### config.mk
export PLATFORM = sky130hd
export DESIGN_NAME = sdmac_regs
export DESIGN_NICKNAME = d
export VERILOG_FILES = /design/src/common/sdmac_pkg.sv /design/src/hw/sdmac_regs.sv /design/src/hw/read_result.sv /design/src/hw/reg_execute.sv /design/src/hw/bus_decode.sv
export VERILOG_INCLUDE_DIRS = /design/src /design/src/common
export SDC_FILE = /design/constraint.sdc
export NUM_CORES = 1
export LEC_CHECK = 0
export BUFFER_PORTS_ARGS = -buffer_cell sky130_fd_sc_hd__buf_2
export CORE_ASPECT_RATIO = 1.5
export CORE_MARGIN = 2
export CORE_UTILIZATION = 43
export CTS_CLUSTER_SIZE = 16
export DETAILED_ROUTE_END_ITERATION = 8
export PLACE_DENSITY = 0.72
export SETUP_SLACK_MARGIN = 0.2
export SYNTH_ARGS = -nofsm -noshare
export SYNTH_HDL_FRONTEND = slang
export SYNTH_SLANG_ARGS = --single-unit
export TNS_END_PERCENT = 30
### constraint.sdc
create_clock -name clk -period 2.22 [get_ports clk]
set_clock_uncertainty 0.2 [all_clocks]
set_input_delay 0 -clock clk [delete_from_list [all_inputs] [get_ports clk]]
set_output_delay 0 -clock clk [all_outputs]
set_load 0.01 [all_outputs]
### src/common/sdmac_config.svh
`ifndef SDMAC_CONFIG_SVH
`define SDMAC_CONFIG_SVH

// Register offsets on the CPU address bus
`define ADDR_DAWR   8'h00  // Write only
`define ADDR_WTC    8'h04
`define ADDR_CNTR   8'h08
`define ADDR_ST_DMA 8'h10
`define ADDR_FLUSH  8'h14
`define ADDR_CINT   8'h18
`define ADDR_ISTR   8'h1C  // Read only
`define ADDR_SP_DMA 8'h3C

// ISTR bit positions, unlisted bits read 0
`define ISTR_INT_F   8  // Any interrupt pending
`define ISTR_INTS    7  // SCSI interrupt latched
`define ISTR_E_INT   6  // Transfer end latched
`define ISTR_DMA_ACT 5
`define ISTR_FE      0  // FIFO empty

// CNTR bit positions
`define CNTR_INTEN 2  // Interrupt enable

`endif
### src/common/sdmac_pkg.sv
`default_nettype none

package sdmac_pkg;

    // Register offset as seen on the CPU address bus
    typedef logic [7:0] reg_addr_t;

    // CPU data bus word
    typedef logic [31:0] bus_data_t;

    // Word transfer count, counts down once per DMA word
    typedef logic [23:0] wtc_t;

    // Control register
    typedef logic [5:0] cntr_t;

    // Data acknowledge width
    typedef logic [1:0] dawr_t;

    // Interrupt status as read back by the CPU
    typedef logic [8:0] istr_t;

    // CPU access sequencing in bus_decode
    typedef enum logic [1:0] {
        IDLE,       // Waiting for a selected address strobe
        ADDR_HELD,  // Address latched, waiting for the data strobe
        DONE        // Access issued, waiting for the address strobe to rise
    } acc_state_t;

endpackage

`default_nettype wire

### src/hw/sdmac_regs.sv
`timescale 1ns/1ps
`default_nettype none

module sdmac_regs
    import sdmac_pkg::*;
(
    input  wire        clk,
    input  wire        _RST,
    input  wire        [7:0] addr,   // Register offset
    input  wire        _cs,
    input  wire        _as,
    input  wire        _ds,
    input  wire        r_w,          // High for read
    input  wire        [31:0] din,
    input  wire        word_xfer,    // One pulse per DMA word
    input  wire        scsi_int,
    input  wire        fifo_empty,
    output bus_data_t  dout,
    output logic       dsack,
    output logic       st_dma,
    output logic       flush,
    output logic       sp_dma,
    output logic       irq,
    output wtc_t       wtc
);

    logic      acc_valid;
    reg_addr_t acc_addr;
    logic      acc_read;
    logic      ds_released;
    dawr_t     dawr;
    cntr_t     cntr;
    istr_t     istr;

    bus_decode i_bus_decode (
        .clk         (clk),
        ._RST        (_RST),
        .addr        (addr),
        ._cs         (_cs),
        ._as         (_as),
        ._ds         (_ds),
        .r_w         (r_w),
        .dsack       (dsack),
        .acc_valid   (acc_valid),
        .acc_addr    (acc_addr),
        .acc_read    (acc_read),
        .ds_released (ds_released)
    );

    reg_execute i_reg_execute (
        .clk        (clk),
        ._RST       (_RST),
        .acc_valid  (acc_valid),
        .acc_addr   (acc_addr),
        .acc_read   (acc_read),
        .din        (din),
        .word_xfer  (word_xfer),
        .scsi_int   (scsi_int),
        .fifo_empty (fifo_empty),
        .dawr       (dawr),
        .wtc        (wtc),
        .cntr       (cntr),
        .istr       (istr),
        .st_dma     (st_dma),
        .flush      (flush),
        .sp_dma     (sp_dma),
        .irq        (irq)
    );

    read_result i_read_result (
        .clk         (clk),
        ._RST        (_RST),
        .acc_valid   (acc_valid),
        .acc_addr    (acc_addr),
        .acc_read    (acc_read),
        .ds_released (ds_released),
        .dawr        (dawr),
        .wtc         (wtc),
        .cntr        (cntr),
        .istr        (istr),
        .dout        (dout),
        .dsack       (dsack)
    );

endmodule

`default_nettype wire

### src/hw/read_result.sv
`timescale 1ns/1ps
`default_nettype none

`include "sdmac_config.svh"

module read_result
    import sdmac_pkg::*;
(
    input  wire        clk,
    input  wire        _RST,
    input  wire        acc_valid,
    input  wire        [7:0] acc_addr,
    input  wire        acc_read,
    input  wire        ds_released,
    input  wire        [1:0] dawr,
    input  wire        [23:0] wtc,
    input  wire        [5:0] cntr,
    input  wire        [8:0] istr,
    output bus_data_t  dout,
    output logic       dsack
);

    always_ff @(posedge clk) begin
        if (!_RST) begin
            dout  <= '0;
            dsack <= 1'b0;
        end else begin
            // Read data mux that leaves dout alone on writes
            if (acc_valid && acc_read) begin
                case (acc_addr)
                    `ADDR_WTC:  dout <= bus_data_t'(wtc);
                    `ADDR_CNTR: dout <= bus_data_t'(cntr);
                    `ADDR_ISTR: dout <= bus_data_t'(istr);
                    default:    dout <= '0;  // DAWR is write only
                endcase
            end

            // Acknowledge held until the CPU lets go of _DS
            if (acc_valid) begin
                dsack <= 1'b1;
            end else if (ds_released) begin
                dsack <= 1'b0;
            end
        end
    end

endmodule

`default_nettype wire

### src/hw/reg_execute.sv
`timescale 1ns/1ps
`default_nettype none

`include "sdmac_config.svh"

module reg_execute
    import sdmac_pkg::*;
(
    input  wire        clk,
    input  wire        _RST,
    input  wire        acc_valid,
    input  wire        [7:0] acc_addr,
    input  wire        acc_read,
    input  wire        [31:0] din,
    input  wire        word_xfer,
    input  wire        scsi_int,
    input  wire        fifo_empty,
    output dawr_t      dawr,
    output wtc_t       wtc,
    output cntr_t      cntr,
    output istr_t      istr,
    output logic       st_dma,
    output logic       flush,
    output logic       sp_dma,
    output logic       irq
);

    logic dma_act;
    logic ints;
    logic e_int;

    // Access decode, commands fire on reads as well as writes
    logic wr;
    logic wtc_wr;
    logic start_acc;
    logic stop_acc;
    logic cint_acc;
    logic xfer_end;

    assign wr        = acc_valid && !acc_read;
    assign wtc_wr    = wr && (acc_addr == `ADDR_WTC);
    assign start_acc = acc_valid && (acc_addr == `ADDR_ST_DMA);
    assign stop_acc  = acc_valid && (acc_addr == `ADDR_SP_DMA);
    assign cint_acc  = acc_valid && (acc_addr == `ADDR_CINT);

    // Last word of the transfer, a WTC write in the same cycle takes over
    assign xfer_end = word_xfer && !wtc_wr && (wtc == wtc_t'(1));

    always_ff @(posedge clk) begin
        if (!_RST) begin
            dawr    <= '0;
            wtc     <= '0;
            cntr    <= '0;
            st_dma  <= 1'b0;
            flush   <= 1'b0;
            sp_dma  <= 1'b0;
            dma_act <= 1'b0;
            ints    <= 1'b0;
            e_int   <= 1'b0;
        end else begin
            st_dma <= start_acc;  // One cycle command pulses
            flush  <= acc_valid && (acc_addr == `ADDR_FLUSH);
            sp_dma <= stop_acc;

            if (wr && (acc_addr == `ADDR_DAWR)) dawr <= din[$bits(dawr_t)-1:0];
            if (wr && (acc_addr == `ADDR_CNTR)) cntr <= din[$bits(cntr_t)-1:0];

            if (wtc_wr) begin
                wtc <= din[$bits(wtc_t)-1:0];
            end else if (word_xfer && (wtc != '0)) begin
                wtc <= wtc - wtc_t'(1);  // Stops at zero
            end

            // A new interrupt in the clear cycle stays latched
            ints  <= scsi_int || (ints && !cint_acc);
            e_int <= xfer_end || (e_int && !cint_acc);

            if (start_acc) begin
                dma_act <= 1'b1;
            end else if (stop_acc || xfer_end) begin
                dma_act <= 1'b0;
            end
        end
    end

    always_comb begin
        istr                = '0;
        istr[`ISTR_INT_F]   = ints || e_int;
        istr[`ISTR_INTS]    = ints;
        istr[`ISTR_E_INT]   = e_int;
        istr[`ISTR_DMA_ACT] = dma_act;
        istr[`ISTR_FE]      = fifo_empty;  // Live FIFO state
    end

    assign irq = istr[`ISTR_INT_F] && cntr[`CNTR_INTEN];

endmodule

`default_nettype wire

### src/hw/bus_decode.sv
`timescale 1ns/1ps
`default_nettype none

module bus_decode
    import sdmac_pkg::*;
(
    input  wire        clk,
    input  wire        _RST,
    input  wire        [7:0] addr,
    input  wire        _cs,
    input  wire        _as,
    input  wire        _ds,
    input  wire        r_w,
    input  wire        dsack,
    output logic       acc_valid,
    output reg_addr_t  acc_addr,
    output logic       acc_read,
    output logic       ds_released
);

    // Two flop synchronizers for the CPU strobes
    logic cs_s1;
    logic cs_s2;
    logic as_s1;
    logic as_s2;
    logic ds_s1;
    logic ds_s2;

    acc_state_t state;

    always_ff @(posedge clk) begin
        if (!_RST) begin
            cs_s1 <= 1'b1;  // Strobes idle high
            cs_s2 <= 1'b1;
            as_s1 <= 1'b1;
            as_s2 <= 1'b1;
            ds_s1 <= 1'b1;
            ds_s2 <= 1'b1;
        end else begin
            cs_s1 <= _cs;
            cs_s2 <= cs_s1;
            as_s1 <= _as;
            as_s2 <= as_s1;
            ds_s1 <= _ds;
            ds_s2 <= ds_s1;
        end
    end

    always_ff @(posedge clk) begin
        if (!_RST) begin
            state     <= IDLE;
            acc_valid <= 1'b0;
            acc_addr  <= 8'hFF;
            acc_read  <= 1'b1;
        end else begin
            acc_valid <= 1'b0;
            case (state)
                IDLE: begin
                    if (!as_s2) begin
                        // Hold off until the previous acknowledge has dropped
                        if (!cs_s2 && !dsack) begin
                            acc_addr <= addr;
                            state    <= ADDR_HELD;
                        end else if (cs_s2) begin
                            acc_addr <= 8'hFF;  // Cycle meant for another device
                        end
                    end
                end
                ADDR_HELD: begin
                    if (as_s2) begin
                        state <= IDLE;  // Address only cycle
                    end else if (!ds_s2) begin
                        acc_valid <= 1'b1;
                        acc_read  <= r_w;  // Stable while _DS is low
                        state     <= DONE;
                    end
                end
                DONE: begin
                    if (as_s2) state <= IDLE;
                end
                default: state <= IDLE;
            endcase
        end
    end

    assign ds_released = ds_s2;

endmodule

`default_nettype wire

==> qor.csv, run 1 <==
metric;value;unit
synth-xor-area-share;3.869;%
timing.max_cap.violations;0;
cellLeakagePower;2.281;nW
hpwl;7605;um
synth-simple-area-share;24.08;%
critical_path.reg2reg.endpoint;i_reg_execute.wtc[18]$_SDFFE_PN0P_;
detail_route.drc_violations;0;
synthAdderAreaFrac;1.036;%
cts_made_buffers;9;
criticalPathCategory;register to register;
hold_start;word_xfer;
placement.setup.worst_slack;-0.06995;ns
fmax;0.4349;GHz
worst-path-max-fanout;5;
worst_path_most_repeated_cell;or4_4;
avgSynthCellArea;8.483;um2
timing.reg2reg.worst_path_depth;6;
cts_tree;done;
worst_path_dominant_cell_family;simple AND/OR/NAND/NOR gates;
grt_antenna_before_repair;0;
whs_path_depth;4;
synth-seq-cells;79;
clk_latency;0.34;ns
ys_async_sr_fraction;0;%
vias_in_the_first_global_route;3760;
class_of_the_worst_hold_path;input port to register;
detail_route.vias_per_cell;5.397;
crit-reg2reg-launch;i_reg_execute.wtc[2]$_SDFFE_PN0P_;
reg2reg_setup_slack;-0.08;ns
diodes;0;
timing.critical_path.buf_inv;1;
ys.flop_type;dfxtp_1;
synth-warning-count;0;
grt_pass1_wl;17310;um
vias_post_dr;3848;
synthesis.area;3622;um2
pin_count;110;
failed_checks;negative hold slack, negative setup slack;
floorplan.core_area;8310;um2
core.rowCount;41;
setup.worst_path.start;i_reg_execute.wtc[2]$_SDFFE_PN0P_;
clock-root-buffer;clkbuf_16;
ant_nets;0;
htreeDepth;3;
start_util;43.59;%
setup-tns-final;-0.2118;ns
final_nets;653;
path_cells;or4_4 > buf_6 > nor4_4 > o211ai_4 > or4_4 > a31oi_1;
power.density;1382;nW/um2
outcome;complete, but fails checks;
min_period_over_period;103.6;%
first_iter_violations;254;
finalWirelength;11280;um
synth_mux_area_share;0.5527;%
synth_enable_flop_cells;0;
final_weighted_congestion_in_routability_driven_placement;0.9231;
post-route-worst-setup-slack;-0.07927;ns
drt_pre_antenna_iters;4;
final-max-slew-violation-count;0;
rsz0062_at_grt;true;
layout.filler_cells;685;
final.min_clock_period;2.299;ns
netlist_instances;427;
timing.critical_path.slowest_cell_delay;0.57;ns
fp.dieArea;9189;um2
critPathLaunchType;register;
syn_to_final_growth;50.43;%
timing.critical_path.arrival;2.36;ns
final_hold_violation_count;1;
peakVddDrop;1.560;mV
timing_worst_slew_pin_value;0.5602;ns
clkTransAtPathRegs;0.06;ns
hold_path_end;i_reg_execute.e_int$_SDFF_PN0_;
synth_area_in_compound_gates;20.35;%
synth_top_family_by_area;simple AND/OR/NAND/NOR gates;
number_of_sinks_driven_by_the_clock_tree;79;
cp-end-kind;register;
port_buffers;93;
grt.total_usage;23.98;%
dieWidth;78.94;um
pin_count_of_the_biggest_net_entering_global_routing;38;
die_height;116.4;um
fraction_of_final_layout_cells_with_drive_strength_greater_than_1;35.64;%
place_area;4542;um2
wl_per_cell;15.83;um
seq_area_frac_synth;43.66;%
grt_remaining_overflow;0;
hold_ws;-0.006280;ns
clockBufferDepth;2;
ys_types;59;
final_design_area_no_fill;5449;um2
slew_headroom;62.58;%
required;2.28;ns
critical-path-slowest-cell;or4_4;
setup-violations-final;5;
[metal layers]
layer / GRT usage, % / wire, um
met5: 0 / 0
met4: 11.15 / 206
met3: 4.791 / 620
met2: 45.30 / 6199
met1: 25.38 / 4258
[state kept, by name, indices dropped and copies added, names as in the netlist, 2 cells and up]
signal and flops:
i_reg_execute.cntr 6, i_bus_decode.acc_addr 8, i_read_result.dout 24, i_reg_execute.wtc 24, i_bus_decode.state 2
[synthesized netlist by cell type (all sizes together), types with 3 or more instances]
cell      n  share of area [%]
a221oi    5                1.2
nand2b    8                1.4
o21ai    27                4.0
a31oi     6                1.0
buf      12                2.7
a211oi    3               0.76
inv       9               0.93
nand3    26                3.6
dfxtp    79                 44
clkbuf   26                2.7
a21oi    46                6.4
and2      4               0.69
nand2    43                4.5
nor4      6                1.9
xnor2     3               0.73
and3      3               0.52
or3       9                1.7
nor2     22                2.3
ha        3                1.0
o211ai    3               0.76
nor4b     3               0.73
xor2     13                3.1
nand4     3               0.52
nor3     17                2.3
o22ai     8                1.4
or4       6                1.5
o2111ai   6                1.6
[metrics by stage]
stage	cells	power [W]	util (%)
final	713	0.007533	65.57
after floorplan	434	0.004088	-
after global placement	651	0.005211	54.65
after global routing	713	0.007921	65.57
after detailed placement	651	0.005261	54.65
after CTS	710	0.006934	63.75
[worst reg2reg max path, cell delays in order, from the launching register on]
cell      delay, ns
dfxtp_2        0.33
or4_4          0.57
buf_6          0.17
nor4_4         0.22
o211ai_4       0.15
or4_4          0.42
a31oi_1        0.17
[power breakdown]
part / internal (W) / switching [W]
combinational: 0.00187 / 0.00233
clock: 0.000929 / 0.000564
sequential: 0.00164 / 0.000194
total: 0.00444 / 0.00309
[cells in the final DEF (no fill, tap or decap), drive strengths merged, types with 4 or more instances in the layout]
| cell type | netlist | final |
|---|---|---|
| clkbuf | 26 | 11 |
| o22ai | 8 | 8 |
| and2 | 4 | 4 |
| nor2 | 22 | 22 |
| dfxtp | 79 | 79 |
| a21oi | 46 | 46 |
| nor4 | 6 | 6 |
| or3 | 9 | 10 |
| dlygate4sd3 | 0 | 42 |
| o2111ai | 6 | 6 |
| inv | 9 | 9 |
| buf | 12 | 151 |
| conb | 1 | 8 |
| nand3 | 26 | 26 |
| nand2 | 43 | 43 |
| nand2b | 8 | 8 |
| xor2 | 13 | 13 |
| a221oi | 5 | 5 |
| a31oi | 6 | 6 |
| o21ai | 27 | 27 |
| or4 | 6 | 6 |
| nor3 | 17 | 17 |
[cells by family after synthesis]
logic type / count (synthesis)
adders and majority gates: 3
other: 1
muxes: 2
xor gates and xnor gates: 16
AOI/OAI and AO/OA: 118
DFF: 79
and+or+nand+nor: 161
buffers and inverters: 47
[final cells by class]
type / instances / area (um2) / area share, %
well taps: 107 / 133.9 / 2.457
flip-flops and latches: 79 / 1595 / 29.28
multi-input cells: 309 / 2024 / 37.15
clock inverters: 5 / 56.30 / 1.033
repair buffers: 193 / 1353 / 24.82
clock buffers: 11 / 252.7 / 4.638
inverters: 9 / 33.78 / 0.6200
[timing repair]
action / 4_1_cts / 5_1_grt
hold buffers: 42 / 0
gates resized for setup: 6 / 31
gates cloned: 0 / 1
endpoints found under the hold margin: 57 / 0
buffers inserted: 1 / 2
endpoints found under the setup margin: 26 / 36
pin swaps: 6 / 25
[worst max-delay path by stage]
stage | to | slack [ns] | cells past startpoint
after floorplan | i_reg_execute.wtc[16]$_SDFFE_PN0P_ | -0.07 | 7
after global placement | i_reg_execute.wtc[18]$_SDFFE_PN0P_ | -0.03 | 5
after detailed placement | i_reg_execute.wtc[17]$_SDFFE_PN0P_ | -0.07 | 6
after CTS | i_reg_execute.wtc[18]$_SDFFE_PN0P_ | -0.05 | 5
after global routing | i_reg_execute.wtc[18]$_SDFFE_PN0P_ | -0.14 | 6
final | i_reg_execute.wtc[18]$_SDFFE_PN0P_ | -0.08 | 6
No activity file was read; power rests on OpenSTA's default activity.
==> run 2: changes to the inputs <==
MAX_ROUTING_LAYER = met4   (was default)
==> run 2 against run 1 <==
Effect of this change:
- the run ends with negative setup slack left
- register-to-register slack got worse by 0.03 ns
- final area increased by 2.1%
- fmax decreased by 1.5%
- die area unchanged
- non-clock buffer count increased by 7
- count of clock-buffer cells in the layout decreased by 1
- combinational power increased by 4%
- sequential power about the same
- power increased by 4.8%
- critical endpoint is now i_reg_execute.wtc[16]$_SDFFE_PN0P_
- highest routed layer unchanged
==> qor.csv, run 2 (synthesis gave the netlist of run 1 again) <==
metric;value;unit
worst-path-max-fanout;7;
totalPowerFinal;0.007896;W
placement.setup.worst_slack;-0.08030;ns
vias_post_dr;3907;
power.density;1419;nW/um2
clockBufferDepth;2;
post-route-worst-setup-slack;-0.1138;ns
setup-violations-final;6;
min_period_over_period;105.1;%
grt.total_usage;26.63;%
die_height;116.4;um
layout_top_registers;i_read_result.dout x24, i_reg_execute.wtc x24, i_bus_decode.acc_addr x8;
final.min_clock_period;2.334;ns
cellLeakagePower;2.359;nW
clkTransAtPathRegs;0.06;ns
port_buffers;93;
final_nets;660;
core.rowCount;41;
timing.reg2reg.worst_path_depth;6;
htreeDepth;3;
final_weighted_congestion_in_routability_driven_placement;0.9077;
clk_latency;0.34;ns
drt_pre_antenna_iters;5;
dieWidth;78.94;um
fraction_of_final_layout_cells_with_drive_strength_greater_than_1;35.89;%
switching_part_of_the_total_power;39.11;%
timing_worst_slew_pin_value;0.6318;ns
final-max-slew-violation-count;0;
switchingPower;0.003088;W
pin_count;110;
critPathLaunchType;register;
cp-end-kind;register;
hold_ws;0.2073;ns
timing.max_cap.violations;0;
power.sequential.fraction;23.1;%
rsz0062_at_grt;true;
clkPwrFrac;21.5;%
clock-root-buffer;clkbuf_16;
number_of_sinks_driven_by_the_clock_tree;79;
first_iter_violations;290;
whs_path_depth;1;
ant_nets;0;
hpwl;7861;um
detail_route.drc_violations;0;
class_of_the_worst_hold_path;register to register;
fp.dieArea;9189;um2
grt_antenna_before_repair;0;
layout.filler_cells;688;
timing.critical_path.arrival;2.36;ns
slew_headroom;57.79;%
detail_route.vias_per_cell;5.426;
setup-tns-final;-0.3258;ns
most_common_cell_after_layout_fill_and_taps_aside;buf_2;
grt_pass1_wl;18630;um
grt_remaining_overflow;0;
required;2.25;ns
floorplan.core_area;8310;um2
failed_checks;negative setup slack;
syn_to_final_growth;53.64;%
cts_tree;done;
final_hold_violation_count;0;
diodes;0;
pin_count_of_the_biggest_net_entering_global_routing;38;
criticalPathCategory;register to register;
wl_per_cell;16.12;um
start_util;43.59;%
intPower;0.004808;W
post-route-util;66.97;%
peakVddDrop;1.540;mV
layout.cells.most_common_list;buf_2 (93), dfxtp_1 (71), buf_4 (55);
power.share.combinational;55.4;%
outcome;complete, but fails checks;
fmax;0.4285;GHz
finalWirelength;11610;um
vias_in_the_first_global_route;3968;
cts_made_buffers;9;
==> run 2: changes by cell type in the layout (fill, tap and decap cells not counted), moves of 2 or more <==
cell,before,now
buf_4,52,55
buf_6,5,7
bufinv_16,1,3
dlygate4sd3_1,42,44
==> run 2: repair_timing <==
| item | in CTS | in global routing |
|---|---|---|
| hold buffers | 44 | 0 |
| setup buffers | 2 | 4 |
| cloned | 1 | 0 |
| endpoints found under the hold margin | 58 | 0 |
| pin swaps | 12 | 18 |
| setup endpoints to repair | 26 | 36 |
| gates resized for setup | 23 | 18 |
==> run 2: final cells by class <==
| class | instances | area, um2 | share of cell area, % |
|---|---|---|---|
| clock inverters | 6 | 107.6 | 1.933 |
| well taps | 107 | 133.9 | 2.406 |
| inverters | 9 | 33.78 | 0.6070 |
| multi-input cells | 309 | 2039 | 36.65 |
| clock buffers | 10 | 239.0 | 4.294 |
| flip-flops and latches | 79 | 1594 | 28.64 |
| repair buffers | 200 | 1418 | 25.47 |
==> run 2: path summary, 6_finish.rpt <==
path	start	to	slack, ns
max	i_reg_execute.wtc[6]$_SDFFE_PN0P_	i_reg_execute.wtc[16]$_SDFFE_PN0P_	-0.11
min	i_bus_decode.as_s1$_SDFF_PN1_	i_bus_decode.as_s2$_SDFF_PN1_	0.21
max reg2reg	i_reg_execute.wtc[6]$_SDFFE_PN0P_	i_reg_execute.wtc[16]$_SDFFE_PN0P_	-0.11
min reg2reg	i_bus_decode.as_s1$_SDFF_PN1_	i_bus_decode.as_s2$_SDFF_PN1_	0.21
==> run 2: per-layer routing <==
layer	wire (um)	global-route usage (%)
met3	404	4.714
met1	4471	28.21
met2	6363	48.49
met5	0	-
met4	365	11.38
==> run 2: critical path: stages (launching register included) <==
cell and delay (ns):
dfxtp_2 0.32, or4_4 0.62, or3_4 0.48, o211ai_4 0.22, buf_4 0.15, xor2_1 0.15, a21oi_1 0.09
==> run 2: per-stage QoR <==
stage	instances	cell area [um2]
after floorplan	434	3702
after global placement	653	4557
after detailed placement	653	4557
after CTS	716	5450
after global routing	720	5565
final	720	5565
==> run 2: power by group through the flow <==
stage	registers (W)	logic, W	clock network (W)
after global placement	0.00182	0.00349	0
after global routing	0.00185	0.00468	0.00178
after floorplan	0.00199	0.00210	0
after CTS	0.00181	0.00404	0.00171
final	0.00183	0.00437	0.00170
after detailed placement	0.00183	0.00356	0
